<file path="src/source/ecc_pkg.sv">
`default_nettype none

package ecc_pkg;

	//////////////////////////////////////////////////
	// page geometry
	//////////////////////////////////////////////////

	// one page of the spare-area code
	localparam int unsigned page_bytes = 128;
	localparam int unsigned byte_w     = 8;

	// index of a byte within the page
	localparam int unsigned idx_w      = 7;

	// bit position inside a byte
	localparam int unsigned col_addr_w = 3;

	//////////////////////////////////////////////////
	// code layout
	//////////////////////////////////////////////////

	// two code bits per index bit and the top two padded with ones
	localparam int unsigned line_code_w = 16;
	localparam int unsigned col_code_w  = 8;

	// spare-area bytes in line low, line high, column order
	localparam int unsigned ecc_bytes   = 3;

	//////////////////////////////////////////////////
	// bundles
	//////////////////////////////////////////////////

	// page byte with its position
	typedef struct packed {
		logic [byte_w-1:0] data;
		logic [idx_w-1:0]  idx;
	} page_byte_t;

	// finished hamming code of one page
	typedef struct packed {
		logic [line_code_w-1:0] line;
		logic [col_code_w-1:0]  col;
	} ecc_code_t;

endpackage

`default_nettype wire
</file>
<file path="src/source/nand_ecc_gen.sv">
`timescale 1ns/1ps
`default_nettype none

module nand_ecc_gen (
	input  logic                      clk,
	input  logic                      rst,
	input  ecc_pkg::page_byte_t       page_byte,
	input  logic                      byte_valid,
	output ecc_pkg::ecc_code_t        ecc,
	output logic                      ecc_done,
	output logic [ecc_pkg::byte_w-1:0] ecc_byte,
	output logic                      ecc_byte_valid
);

	import ecc_pkg::*;

	logic [byte_w-1:0]     col_par;
	logic [page_bytes-1:0] line_par;
	logic                  page_done;

	//////////////////////////////////////////////////
	// running parities
	//////////////////////////////////////////////////

	column_parity_acc u_column_parity_acc (
		.clk        (clk),
		.rst        (rst),
		.page_byte  (page_byte),
		.byte_valid (byte_valid),
		.col_par    (col_par)
	);

	line_parity_acc u_line_parity_acc (
		.clk        (clk),
		.rst        (rst),
		.page_byte  (page_byte),
		.byte_valid (byte_valid),
		.line_par   (line_par),
		.page_done  (page_done)
	);

	//////////////////////////////////////////////////
	// code and spare-area stream
	//////////////////////////////////////////////////

	ecc_fold u_ecc_fold (
		.clk       (clk),
		.rst       (rst),
		.col_par   (col_par),
		.line_par  (line_par),
		.page_done (page_done),
		.ecc       (ecc),
		.ecc_done  (ecc_done)
	);

	ecc_byte_streamer u_ecc_byte_streamer (
		.clk            (clk),
		.rst            (rst),
		.ecc            (ecc),
		.ecc_done       (ecc_done),
		.ecc_byte       (ecc_byte),
		.ecc_byte_valid (ecc_byte_valid)
	);

endmodule

`default_nettype wire

</file>
<file path="src/source/ecc_byte_streamer.sv">
`timescale 1ns/1ps
`default_nettype none

module ecc_byte_streamer (
	input  logic                      clk,
	input  logic                      rst,
	input  ecc_pkg::ecc_code_t        ecc,
	input  logic                      ecc_done,
	output logic [ecc_pkg::byte_w-1:0] ecc_byte,
	output logic                      ecc_byte_valid
);

	import ecc_pkg::*;

	// zero when idle, else position of the next byte
	logic [1:0]        byte_cnt;
	logic [1:0]        pos;
	logic              load;
	logic [byte_w-1:0] pos_byte;

	// a fresh code always starts at line low
	assign pos  = ecc_done ? 2'd0 : byte_cnt;
	assign load = ecc_done || (byte_cnt != 2'd0);

	always_comb
	begin
		case (pos)
			2'd0:    pos_byte = ecc.line[byte_w-1:0];
			2'd1:    pos_byte = ecc.line[line_code_w-1:byte_w];
			default: pos_byte = ecc.col;
		endcase
	end

	always_ff @(posedge clk or posedge rst)
	begin
		if (rst)
		begin
			byte_cnt       <= 2'd0;
			ecc_byte_valid <= 1'b0;
		end
		else if (ecc_done)
		begin
			byte_cnt       <= 2'd1;
			ecc_byte_valid <= 1'b1;
		end
		else if (byte_cnt != 2'd0)
		begin
			ecc_byte_valid <= 1'b1;
			if (byte_cnt == 2'(ecc_bytes - 1))
				byte_cnt <= 2'd0;
			else
				byte_cnt <= byte_cnt + 2'd1;
		end
		else
		begin
			ecc_byte_valid <= 1'b0;
		end
	end

	always_ff @(posedge clk)
	begin
		if (load)
			ecc_byte <= pos_byte;
	end

endmodule

`default_nettype wire

</file>
<file path="src/source/ecc_fold.sv">
`timescale 1ns/1ps
`default_nettype none

module ecc_fold (
	input  logic                          clk,
	input  logic                          rst,
	input  logic [ecc_pkg::byte_w-1:0]     col_par,
	input  logic [ecc_pkg::page_bytes-1:0] line_par,
	input  logic                          page_done,
	output ecc_pkg::ecc_code_t            ecc,
	output logic                          ecc_done
);

	import ecc_pkg::*;

	logic [col_code_w-1:0]  col_code;
	logic [line_code_w-1:0] line_code;

	//////////////////////////////////////////////////
	// column code
	//////////////////////////////////////////////////

	// even bit takes positions with bit b clear, odd bit with bit b set
	always_comb
	begin
		col_code = '0;
		for (int b = 0; b < col_addr_w; b++)
		begin
			for (int i = 0; i < byte_w; i++)
			begin
				if (i[b])
				begin
					col_code[2*b+1] = col_code[2*b+1] ^ col_par[i];
				end
				else
				begin
					col_code[2*b] = col_code[2*b] ^ col_par[i];
				end
			end
		end
		// unused top bits
		col_code[col_code_w-1:2*col_addr_w] = '1;
	end

	//////////////////////////////////////////////////
	// line code
	//////////////////////////////////////////////////

	always_comb
	begin
		line_code = '0;
		for (int b = 0; b < idx_w; b++)
		begin
			for (int i = 0; i < page_bytes; i++)
			begin
				if (i[b])
				begin
					line_code[2*b+1] = line_code[2*b+1] ^ line_par[i];
				end
				else
				begin
					line_code[2*b] = line_code[2*b] ^ line_par[i];
				end
			end
		end
		line_code[line_code_w-1:2*idx_w] = '1;
	end

	//////////////////////////////////////////////////
	// code register
	//////////////////////////////////////////////////

	// held until the next page completes
	always_ff @(posedge clk or posedge rst)
	begin
		if (rst)
		begin
			ecc <= '0;
		end
		else if (page_done)
		begin
			ecc.line <= line_code;
			ecc.col  <= col_code;
		end
	end

	always_ff @(posedge clk or posedge rst)
	begin
		if (rst)
		begin
			ecc_done <= 1'b0;
		end
		else
		begin
			ecc_done <= page_done;
		end
	end

endmodule

`default_nettype wire

</file>
<file path="src/source/line_parity_acc.sv">
`timescale 1ns/1ps
`default_nettype none

module line_parity_acc (
	input  logic                          clk,
	input  logic                          rst,
	input  ecc_pkg::page_byte_t           page_byte,
	input  logic                          byte_valid,
	output logic [ecc_pkg::page_bytes-1:0] line_par,
	output logic                          page_done
);

	import ecc_pkg::*;

	logic byte_par;
	logic last_byte;

	assign byte_par  = ^page_byte.data;
	assign last_byte = (page_byte.idx == idx_w'(page_bytes - 1));

	//////////////////////////////////////////////////
	// one parity bit per byte index
	//////////////////////////////////////////////////

	always_ff @(posedge clk or posedge rst)
	begin
		if (rst)
		begin
			line_par <= '0;
		end
		else if (byte_valid)
		begin
			// each index is written exactly once per page
			line_par[page_byte.idx] <= byte_par;
		end
	end

	//////////////////////////////////////////////////
	// page end
	//////////////////////////////////////////////////

	// high in the cycle after the last byte is taken
	always_ff @(posedge clk or posedge rst)
	begin
		if (rst)
		begin
			page_done <= 1'b0;
		end
		else
		begin
			page_done <= byte_valid && last_byte;
		end
	end

endmodule

`default_nettype wire

</file>
<file path="src/source/column_parity_acc.sv">
`timescale 1ns/1ps
`default_nettype none

module column_parity_acc (
	input  logic                      clk,
	input  logic                      rst,
	input  ecc_pkg::page_byte_t       page_byte,
	input  logic                      byte_valid,
	output logic [ecc_pkg::byte_w-1:0] col_par
);

	logic page_start;

	// index zero opens a new page
	assign page_start = (page_byte.idx == '0);

	always_ff @(posedge clk or posedge rst)
	begin
		if (rst)
		begin
			col_par <= '0;
		end
		else if (byte_valid)
		begin
			if (page_start)
			begin
				col_par <= page_byte.data;
			end
			else
			begin
				// bitwise parity over all bytes so far
				col_par <= col_par ^ page_byte.data;
			end
		end
	end

endmodule

`default_nettype wire

</file>
<file path="config.mk">
export PLATFORM = sky130hd
export DESIGN_NAME = nand_ecc_gen
export DESIGN_NICKNAME = d
export VERILOG_FILES = /design/src/source/ecc_pkg.sv /design/src/source/nand_ecc_gen.sv /design/src/source/ecc_byte_streamer.sv /design/src/source/ecc_fold.sv /design/src/source/line_parity_acc.sv /design/src/source/column_parity_acc.sv
export SDC_FILE = /design/constraint.sdc
export NUM_CORES = 1
export LEC_CHECK = 0
export BUFFER_PORTS_ARGS = -buffer_cell sky130_fd_sc_hd__buf_2
export CORE_AREA = 10 10 139 141
export CTS_CLUSTER_DIAMETER = 50
export CTS_CLUSTER_SIZE = 12
export DETAILED_ROUTE_END_ITERATION = 6
export DIE_AREA = 0 0 149 151
export GPL_ROUTABILITY_DRIVEN = 0
export PLACE_DENSITY = 0.82
export SLEW_MARGIN = 20
export SYNTH_ARGS = -nofsm -noshare
export SYNTH_HDL_FRONTEND = slang
export SYNTH_SLANG_ARGS = --single-unit
</file>
<file path="constraint.sdc">
create_clock -name clk -period 9.89 [get_ports clk]
set_clock_uncertainty 0.05 [all_clocks]
set_input_delay 0.989 -clock clk [delete_from_list [all_inputs] [get_ports clk]]
set_output_delay 0.989 -clock clk [all_outputs]
set_load 0.1 [all_outputs]
</file>
Word level (Yosys, flattened, before mapping)
Cells that the tools add are included. W data, S select, Z words.

Add/subtract/negate cells: 1. Div/mod/pow operators: 0. Reductions and logical operators: 8. Shift operators: 0. Multipliers: 0. $lt $le $gt $ge: 2. Equality and inequality tests: 3. Mux-type cells: 11. Bitwise operators: 843.

Operators with widths (count): $xor A1 B1 Y1 (842); $bwmux W128 (1); $pmux W8 S2 (1); $lt A7 B8 Y1 const B (1); $mux W2 (4); $mux W8 (1); $reduce_xor A8 Y1 (1); $xor A8 B8 Y8 (1); $demux W1 S7 (1); $eq A7 B7 Y1 const B (1); $ge A7 B1 Y1 const B (1); $logic_not A7 Y1 (1); $reduce_bool A2 Y1 (2); $mux W1 (3); $add A2 B1 Y2 const B (1); $eq A2 B1 Y1 const B (1); $eq A2 B2 Y1 const B (1); $logic_and A1 B1 Y1 (2); $logic_not A2 Y1 (1); $logic_or A1 B1 Y1 (1).

Logic and storage cells: 877. Latch bits: 0. Input port bits: 18. Output and inout bits: 34. Memories kept: 0. Bits in writable memories: 0. ROM bits: 0. Register bits after elaboration: 171.

Depth between registers and ports, before layout
Gate-level depths: netlist (run 1).

Depth in word-level cells: 63. Depth in mapped cells: 7. Mapped depth without buffers: 6.

Modules after synthesis
Synthesis (run 1) repeated with hierarchy kept, for this count alone.

Cell total of the unflattened synthesis: 955. Area total of the unflattened synthesis: 10661.5 µm².

By module, submodules not included: line_parity_acc (seq. area each 3228.1 µm², area each 5276.3 µm², cells each 497, times used 1); ecc_fold (seq. area each 550.5 µm², area each 4429.2 µm², cells each 370, times used 1); ecc_byte_streamer (seq. area each 315.3 µm², area each 540.5 µm², cells each 50, times used 1); column_parity_acc (seq. area each 200.2 µm², area each 415.4 µm², cells each 38, times used 1).

Worst setup path after synthesis (run 1)
Ideal clock, no wire load.

Path type: register to register. From: register u_line_parity_acc.line_par[19] (netlist bit). To: register u_ecc_fold.ecc[14] (netlist name). Required time: 9.714 ns. Path buffers: 0. Path slack: 7.320 ns. Arrival time: 2.394 ns. Period minus slack after synthesis: 2.570 ns. Library setup time: 0.126 ns. Cell stages (with the launch flop): 7. Cells stage by stage: dfrtp_1 xnor3_2 xnor3_2 xnor3_1 xnor3_1 xnor3_1 mux2_4.

Cells in the longest elaborated chain, start to end: 53.

RTL lines: start, declared (line line_parity_acc.sv:9) `output logic [ecc_pkg::page_bytes-1:0] line_par,`; start signal, assigned by index (line line_parity_acc.sv:34) `line_par[page_byte.idx] <= byte_par;`; $xor A1 B1 Y1 (53 in a row) (line ecc_fold.sv:62) `line_code[2*b] = line_code[2*b] ^ line_par[i];`.

Every way passes these cells. A chain may end at the register's enable or synchronous reset.

Worst setup path after layout (run 1)
From: input page_byte[1] (netlist bit). To: register u_line_parity_acc.line_par[98] (netlist bit).

Cells in the longest elaborated chain, start to end: 5. Elaborated cells between the ends (all ways): 6. Classes of those cells: order compare (2); mux (3); reduce/logical (1).

RTL lines: start, declared (line nand_ecc_gen.sv:7) `input ecc_pkg::page_byte_t page_byte,`; $lt A7 B8 Y1 (not written as such) / $ge A7 B1 Y1 (equally long branches) (line line_parity_acc.sv:34); $logic_and A1 B1 Y1 (not written as such) (line line_parity_acc.sv:34); $mux W1 (not written as such) (line line_parity_acc.sv:34); $demux W1 S7 *; $bwmux W128 * (line line_parity_acc.sv:34).

Mark *: on every way between the ends. The rest lies on a longest branch, timed or not.

==> results of run 1 <==
[state kept, by name, summed over array words and instances (netlist names)]
| name | flops |
|---|---|
| u_line_parity_acc.line_par | 128 |
| u_ecc_fold.ecc | 21 |
| u_column_parity_acc.col_par | 8 |
| u_ecc_byte_streamer.ecc_byte | 8 |
| u_ecc_byte_streamer.byte_cnt | 2 |
| u_ecc_byte_streamer.ecc_byte_valid | 1 |
| u_ecc_fold.ecc_done | 1 |
| u_line_parity_acc.page_done | 1 |
[per-layer routing]
metal | routed length (um) | vias to the layer above | global-route usage, %
met5 | 0 | - | 0
met4 | 1075 | 0 | 10.65
met3 | 2800 | 68 | 8.532
met2 | 12990 | 396 | 39.10
met1 | 10530 | 3635 | 31.22
li1 | - | 3355 | -
[cells in the final DEF, fill, tap and decap left out, types with 2 or more instances in the layout]
master     instances
buf_2             51
mux2_2             6
nor2b_1            5
edfxtp_1           8
a41oi_1            4
and3_1             2
nand2_1           32
nand3_1            5
a31oi_1           87
xor3_1             5
clkinv_2           2
or2_2              4
xnor3_1           78
xnor2_1          161
a22oi_1            6
nor3_2             2
nor2_2             2
xnor3_4            2
xnor2_2            2
o21ai_0            7
nor2_1           103
inv_8              4
a21oi_1          138
inv_6              6
buf_4             14
xnor3_2            3
nand2b_1           4
clkbuf_16         17
nor3_1             6
clkinv_4           3
nand4_1            4
dfrtp_1          162
xor2_1            43
[through the flow]
step,total power [mW],instance area (um2)
floorplan,3.486,10510
global placement,3.969,10950
detailed placement,4.026,10950
CTS,4.699,11510
global route,4.916,11510
finish,4.706,11510
[power by group through the flow]
| stage | logic, mW | registers, mW | clock network [mW] |
|---|---|---|---|
| final | 3.12 | 0.943 | 0.647 |
| after global routing | 3.28 | 0.957 | 0.682 |
| after detailed placement | 3.07 | 0.953 | 0 |
| after floorplan | 2.45 | 1.04 | 0 |
| after global placement | 3.02 | 0.948 | 0 |
| after CTS | 3.11 | 0.941 | 0.648 |
[how the worst min path moves through the flow]
stage	start	to	slack, ns	cells past startpoint
after floorplan	u_line_parity_acc.page_done$_DFF_PP0_	u_ecc_fold.ecc_done$_DFF_PP0_	0.30	0
after global placement	u_ecc_fold.ecc[15]$_DFFE_PP0P_	u_ecc_fold.ecc[15]$_DFFE_PP0P_	0.47	1
after detailed placement	u_ecc_fold.ecc[10]$_DFFE_PP0P_	u_ecc_fold.ecc[10]$_DFFE_PP0P_	0.48	1
after CTS	u_ecc_fold.ecc[10]$_DFFE_PP0P_	u_ecc_fold.ecc[10]$_DFFE_PP0P_	0.49	1
after global routing	u_ecc_fold.ecc[13]$_DFFE_PP0P_	u_ecc_fold.ecc[13]$_DFFE_PP0P_	0.50	1
final	u_ecc_fold.ecc[10]$_DFFE_PP0P_	u_ecc_fold.ecc[10]$_DFFE_PP0P_	0.49	1
[worst max-delay path, delay by kind of cell]
kind / cells / cell delay, ns
AO/OA/AOI/OAI: 2 / 0.44
buffers and inverters: 1 / 0.27
AND/OR/NAND/NOR: 2 / 1.56
[cells by family (layout without fill, tap and decap cells)]
family / Yosys count / after routing / share of synthesized area [%]
compound gates: 243 / 243 / 12.92
xor+xnor: 294 / 294 / 36.28
buf+inv: 60 / 100 / 2.251
flops: 170 / 170 / 40.88
mux: 7 / 7 / 0.7860
simple gates: 173 / 173 / 6.884
[cell type report]
type / instances / area [um2]
well taps: 220 / 275.3
repair buffers: 66 / 371.6
multi-input cells: 717 / 6003
flip-flops and latches: 170 / 4294
clock buffers: 17 / 425.4
fillers: 1192 / 4951
clock inverters: 15 / 132.6
inverters: 2 / 12.51
==> metrics.md, run 1 <==
| Metric | Value |
|---|---|
| DR DRC count | `0` |
| Ports | `52` |
| Post-synth EDFFs | `8` |
| Seq cells post-synth | `170` |
| Switching portion of total power | `37.57%` |
| GRT Total Usage | `25.01%` |
| Final hold slack | `0.4868 ns` |
| Reg2Reg Depth | `6` |
| Gate Count Post-Synth | `947` |
| Vias in the first global route | `7315` |
| Worst setup margin | `6.898 ns` |
| Syn. warnings | `0` |
| DRT iter0 DRCs | `761` |
| DIE AREA | `22500 um2` |
| Reg2reg start | `u_line_parity_acc.line_par[21]$_DFFE_PP0P_` |
| Vias per std cell | `6.176` |
| Die width | `149 um` |
| Share of post-route cells with drive strength above 1 | `12.36%` |
| Area leader, netlist | `dfrtp_1` |
| Clock Root Buffer | `clkbuf_16` |
| Worst R2R End | `u_ecc_fold.ecc[14]$_DFFE_PP0P_` |
| # Post-CTS Setup Buffers | `0` |
| CTS tree | `built` |
| Mapped Nets | `965` |
| Synthesis-to-finish area growth | `9.612%` |
| WL final | `27.40 mm` |
| Critical path's slowest cell | `and2_0` |
| Final Hold Vio Count | `0` |
| CP peak stage delay | `0.89 ns` |
| Max Cap Viol | `0` |
| Initial Util | `63.80%` |
| Crit path DAT | `3.27 ns` |
| H-tree depth | `4` |
| Max rail drop VDD | `0.0003388 V` |
| CP startpoint | `page_byte[1]` |
| WP data required | `10.17 ns` |
| Post-layout util | `69.93%` |
| First-pass GRT wire length | `42.51 mm` |
| Max-Slew Margin vs Limit | `32.19%` |
| Initial antenna violation count | `0` |
| Clk sinks | `170` |
| Worst slew pin tran | `1.017 ns` |
| Combinational share of power | `66.2%` |
| Internal power | `2.938 mW` |
| Top cell type's share of synthesized area | `38.59%` |
| Final setup violation count | `0` |
| Net Switching | `1.768 mW` |
| DRT antenna net count | `0` |
| Worst min path class | `flop to flop` |
| Top post-synthesis cells by area | `dfrtp_1, xnor3_1, xnor2_1` |
| Die height | `151 um` |
| Post-route setup TNS | `0 ns` |
| Placed cells | `1175` |
| Core area | `16470 um2` |
| Detail Placement HPWL | `19.68 mm` |
| Post-CTS Resized | `0` |
| CP endpoint | `u_line_parity_acc.line_par[98]$_DFFE_PP0P_` |
| DRT Pass-1 Iters | `5` |
| Crit path cell chain | `buf_2, nor2b_1, and2_0, a21oi_1, a31oi_1` |
| Clk pwr share | `13.7%` |
| Netlist cell types | `34` |
| I/O Buffers | `51` |
| Slew Viols, Final | `0` |
| Routed len/inst | `22.70 um` |
| RSZ-0062 raised after global routing | `false` |
| Place WS | `6.554 ns` |
| Num CTS Buffers | `17` |
| Tmin final | `2.992 ns` |
| Run status | `complete, no violations` |
| Reg power frac | `20.0%` |
| Critical path type | `input port to flop` |
| Post-Syn Area | `10510 um2` |
| Total gr overflow | `0` |
| Worst R2R Setup Slack | `6.93 ns` |
| Async set-reset flop share out of synthesis | `95.29%` |
| Critical Path Sink Type | `flop` |
| CTS Buffer Depth | `2` |
| Vias | `7454` |
| Leak | `5.342 nW` |
| Post-synthesis sequential area ratio | `40.88%` |
| Top FF cell, synth | `dfrtp_1` |
| Post-Layout Cell Count | `1207` |
| Power per cell area | `408.7 nW/um2` |
| Startpoint types | `input port` |
| Final period utilization | `30.26%` |
| Mean area per synthesized cell | `11.09 um2` |
| Fmax | `0.3342 GHz` |
| Nets | `992` |
| Cts hold-fix bufs | `0` |
| Max FO, Critical Path | `18` |
| # rows | `47` |
| Pin count of the biggest net entering global routing | `84` |
| Ant diodes | `0` |
| Clk pin slew, worst setup/hold paths | `0.07 ns` |
| Clk_lat worst skew | `0.45 ns` |
| Post-synth top cells | `dfrtp_1, xnor2_1, a21oi_1` |
(Power assumes the default switching activity.)
==> run 2: changes to the inputs <==
--- a/config.mk
+++ b/config.mk
@@ -5,14 +5,15 @@
 export SDC_FILE = /design/constraint.sdc
 export NUM_CORES = 1
 export LEC_CHECK = 0
+export ABC_AREA = 1
 export BUFFER_PORTS_ARGS = -buffer_cell sky130_fd_sc_hd__buf_2
-export CORE_AREA = 10 10 139 141
+export CORE_AREA = 10 10 174 176
 export CTS_CLUSTER_DIAMETER = 50
 export CTS_CLUSTER_SIZE = 12
 export DETAILED_ROUTE_END_ITERATION = 6
-export DIE_AREA = 0 0 149 151
+export DIE_AREA = 0 0 184 186
 export GPL_ROUTABILITY_DRIVEN = 0
-export PLACE_DENSITY = 0.82
+export PLACE_DENSITY = 0.78
 export SLEW_MARGIN = 20
 export SYNTH_ARGS = -nofsm -noshare
 export SYNTH_HDL_FRONTEND = slang
==> constraint.sdc (replaced) <==
create_clock -name clk -period 2.58 [get_ports clk]
set_clock_uncertainty 0.05 [all_clocks]
set_input_delay 0.258 -clock clk [delete_from_list [all_inputs] [get_ports clk]]
set_output_delay 0.258 -clock clk [all_outputs]
set_load 0.1 [all_outputs]
==> metrics.md, run 2 <==
| Metric | Value |
|---|---|
| Run status | `complete, no violations` |
| WP data required | `2.88 ns (-7.29 ns)` |
| Critical path type | `flop to flop` |
| Startpoint types | `flop` |
| RSZ-0062 raised after global routing | `false` |
| Vias in the first global route | `13990 (+91%)` |
| Most frequent cells in the layout | `nand2_1, inv_1, xnor2_1, dfrtp_1, xor2_1` |
| # rows | `60 (+28%)` |
| Max Cap Viol | `0 (unchanged)` |
| Final period utilization | `97.94%` |
| Vias | `14982 (+100%)` |
| Routed len/inst | `19.03 um (-16%)` |
| Async set-reset flop share out of synthesis | `95.29% (unchanged)` |
| Gate Count Post-Synth | `2282 (+140%)` |
| Reg power frac | `21.3% (+1.3 points)` |
| Netlist cell types | `32 (-5.9%)` |
| Post-synth top cells | `nand2_1, inv_1, xnor2_1` |
| Final setup violation count | `0 (unchanged)` |
| Share of post-route cells with drive strength above 1 | `9.305% (-3.1 points)` |
| Max rail drop VDD | `0.0004964 V (+47%)` |
| Max FO, Critical Path | `5 (-13)` |
| CP startpoint | `u_line_parity_acc.line_par[19]$_DFFE_PP0P_` |
| Dpl cell area | `15960 um2 (+46%)` |
| Biggest register | `u_line_parity_acc.line_par` |
| Post-Syn Area | `15390 um2 (+47%)` |
| Die height | `186 um (+23%)` |
| Critical Path Sink Type | `flop` |
| Ports | `52 (unchanged)` |
| Switching portion of total power | `53.80% (+16 points)` |
| Biggest regs | `u_line_parity_acc.line_par: 128 flops, u_ecc_fold.ecc: 21 flops` |
| Nets | `2294 (+130%)` |
| Syn. warnings | `0 (unchanged)` |
| Most common cell after layout, fill and taps aside | `nand2_1` |
| Final Instance Area | `16570 um2 (+44%)` |
| Clk pin slew, worst setup/hold paths | `0.08 ns (about the same)` |
| Clk pwr share | `14.2% (+0.5 points)` |
| Reg2reg start | `u_line_parity_acc.line_par[19]$_DFFE_PP0P_` |
| Leak | `8.739 nW (+64%)` |
| Num CTS Buffers | `17 (unchanged)` |
| Pin count of the biggest net entering global routing | `66 (-21%)` |
| H-tree depth | `4 (unchanged)` |
| Fillers | `2348 (+97%)` |
| DRT antenna net count | `0 (unchanged)` |
| Hold endpoint | `u_column_parity_acc.col_par[0]$_DFFE_PP0P_` |
| Seq cells post-synth | `170 (unchanged)` |
| Clk sinks | `170 (unchanged)` |
| Tmin final | `2.527 ns` |
| Internal power | `8.896 mW (+200%)` |
| Vias per std cell | `5.697 (-7.8%)` |
| WL final | `50.05 mm (+83%)` |
| Worst R2R End | `u_ecc_fold.ecc[18]$_DFFE_PP0P_` |
| Initial antenna violation count | `0 (unchanged)` |
| Worst min path class | `input port to flop` |
| Top post-synthesis cells by area | `dfrtp_1, nand2_1, xnor2_1` |
| CTS tree | `built` |
| Post-route setup TNS | `0 ns (unchanged)` |
| DR DRC count | `0 (unchanged)` |
| WHS Path Cells | `4 (+3)` |
| Fmax | `0.3957 GHz` |
| Max reg flops | `128 (unchanged)` |
| Max-Slew Margin vs Limit | `47.29% (+15 points)` |
| Top cell type's share of synthesized area | `26.33% (-12 points)` |
| I/O Buffers | `51 (unchanged)` |
| Hold_sp | `page_byte[7]` |
| GRT Total Usage | `29.56% (+4.5 points)` |
| Slew Viols, Final | `0 (unchanged)` |
| CTS Buffer Depth | `2 (unchanged)` |
| Core area | `26730 um2 (+62%)` |
| Die width | `184 um (+23%)` |
| Crit path DAT | `2.83 ns (-0.44 ns)` |
| DIE AREA | `34220 um2 (+52%)` |
| Reg2Reg Depth | `8 (+2)` |
| Area leader, netlist | `dfrtp_1` |
| Power per cell area | `1162 nW/um2 (+180%)` |
| Final Hold Vio Count | `0 (unchanged)` |
| Combinational share of power | `64.5% (-1.7 points)` |
| Worst slew pin tran | `0.7897 ns (-0.2269 ns)` |
| Worst R2R Setup Slack | `0.05 ns (-6.88 ns)` |
| Post-synth EDFFs | `8 (unchanged)` |
| Total gr overflow | `0 (unchanged)` |
| DRT iter0 DRCs | `1893 (+150%)` |
| Detail Placement HPWL | `39.10 mm (+99%)` |
| Post-synthesis sequential area ratio | `27.89% (-13 points)` |
| Clock Root Buffer | `clkbuf_16` |
| Mean area per synthesized cell | `6.746 um2 (-39%)` |
| Ant diodes | `0 (unchanged)` |
| DRT Pass-1 Iters | `6 (+1)` |
| First-pass GRT wire length | `77.89 mm (+83%)` |
| Top FF cell, synth | `dfrtp_1` |
| Initial Util | `57.60% (-6.2 points)` |
| Net Switching | `10.36 mW (+490%)` |
| Clk_lat worst skew | `0.46 ns (about the same)` |
| Count leader, synth | `nand2_1` |
| Mapped Nets | `2300 (+140%)` |
| Synthesis-to-finish area growth | `7.648%` |
## run 2: area by class of cell
cell class,count,area [um2],area share (%)
clock buffer,17,425.4,2.567
tap,341,426.7,2.575
inverter,285,1074,6.478
clock inverter,15,162.7,0.9815
multi-input combinational,1688,9345,56.39
timing repair buffer,114,843.3,5.089
sequential,170,4295,25.92
## run 2: kinds of logic after synthesis
family	Yosys count	synth area share, %
simple gates	1045	27.88
xor+xnor	397	23.85
flops	170	27.89
compound gates	246	8.810
buf+inv	424	11.57
## run 2: power by group through the flow
stage	sequential [mW]	combinational [mW]	clock (mW)
5_1_grt	4.14	13.8	2.82
4_1_cts	4.05	12.1	2.73
6_report	4.09	12.4	2.73
3_5_place_dp	4.10	12.0	0
3_3_place_gp	4.07	11.7	0
2_1_floorplan	4.14	9.19	0
## run 2: worst max-delay path by stage
stage	endpoint	slack (ns)	cells past startpoint
finish	u_ecc_fold.ecc[18]$_DFFE_PP0P_	0.05	8
global placement	u_ecc_fold.ecc[20]$_DFFE_PP0P_	0.14	8
detailed placement	u_ecc_fold.ecc[18]$_DFFE_PP0P_	0.11	14
CTS	u_ecc_fold.ecc[18]$_DFFE_PP0P_	0.09	14
floorplan	u_column_parity_acc.col_par[0]$_DFFE_PP0P_	0.22	1
global route	u_ecc_fold.ecc[20]$_DFFE_PP0P_	0.008	8
## run 2: metal layers
layer	share of wire (%)	global-route usage (%)	wire [um]
met3	12	6.083	5857
met1	38	37.07	19060
met5	0	0	0
met2	44	45.76	21810
met4	6.6	18.55	3323
## run 2: per-stage QoR
step | total power, mW | hold slack (ns) | utilization, % | std cells | setup slack [ns]
after global placement | 15.75 | 0.2870 | 59.73 | 2597 | 0.1435
after global routing | 20.71 | 0.07644 | 62.01 | 2630 | 0.008245
final | 19.25 | 0.05966 | 62.01 | 2630 | 0.05313
after floorplan | 13.33 | 0.3783 | - | 2282 | 0.2152
after detailed placement | 16.13 | 0.2871 | 59.73 | 2597 | 0.1091
after CTS | 18.91 | 0.05323 | 61.97 | 2630 | 0.08758
## run 2: what timing repair did
item                                   4_1_cts  5_1_grt
endpoints found under the hold margin       15        0
buffers inserted                             0        0
gates resized for setup                      0        3
setup endpoints to repair                    0        4
hold buffers                                 1        0
## run 2: worst max-delay path, cell delays in order, from the launching register on
cell	delay [ns]
dfrtp_1	0.47
xnor2_1	0.46
xnor2_1	0.20
xor2_1	0.42
xor2_2	0.34
xor2_1	0.27
nand2_1	0.08
nand3_1	0.09
nand2_1	0.05
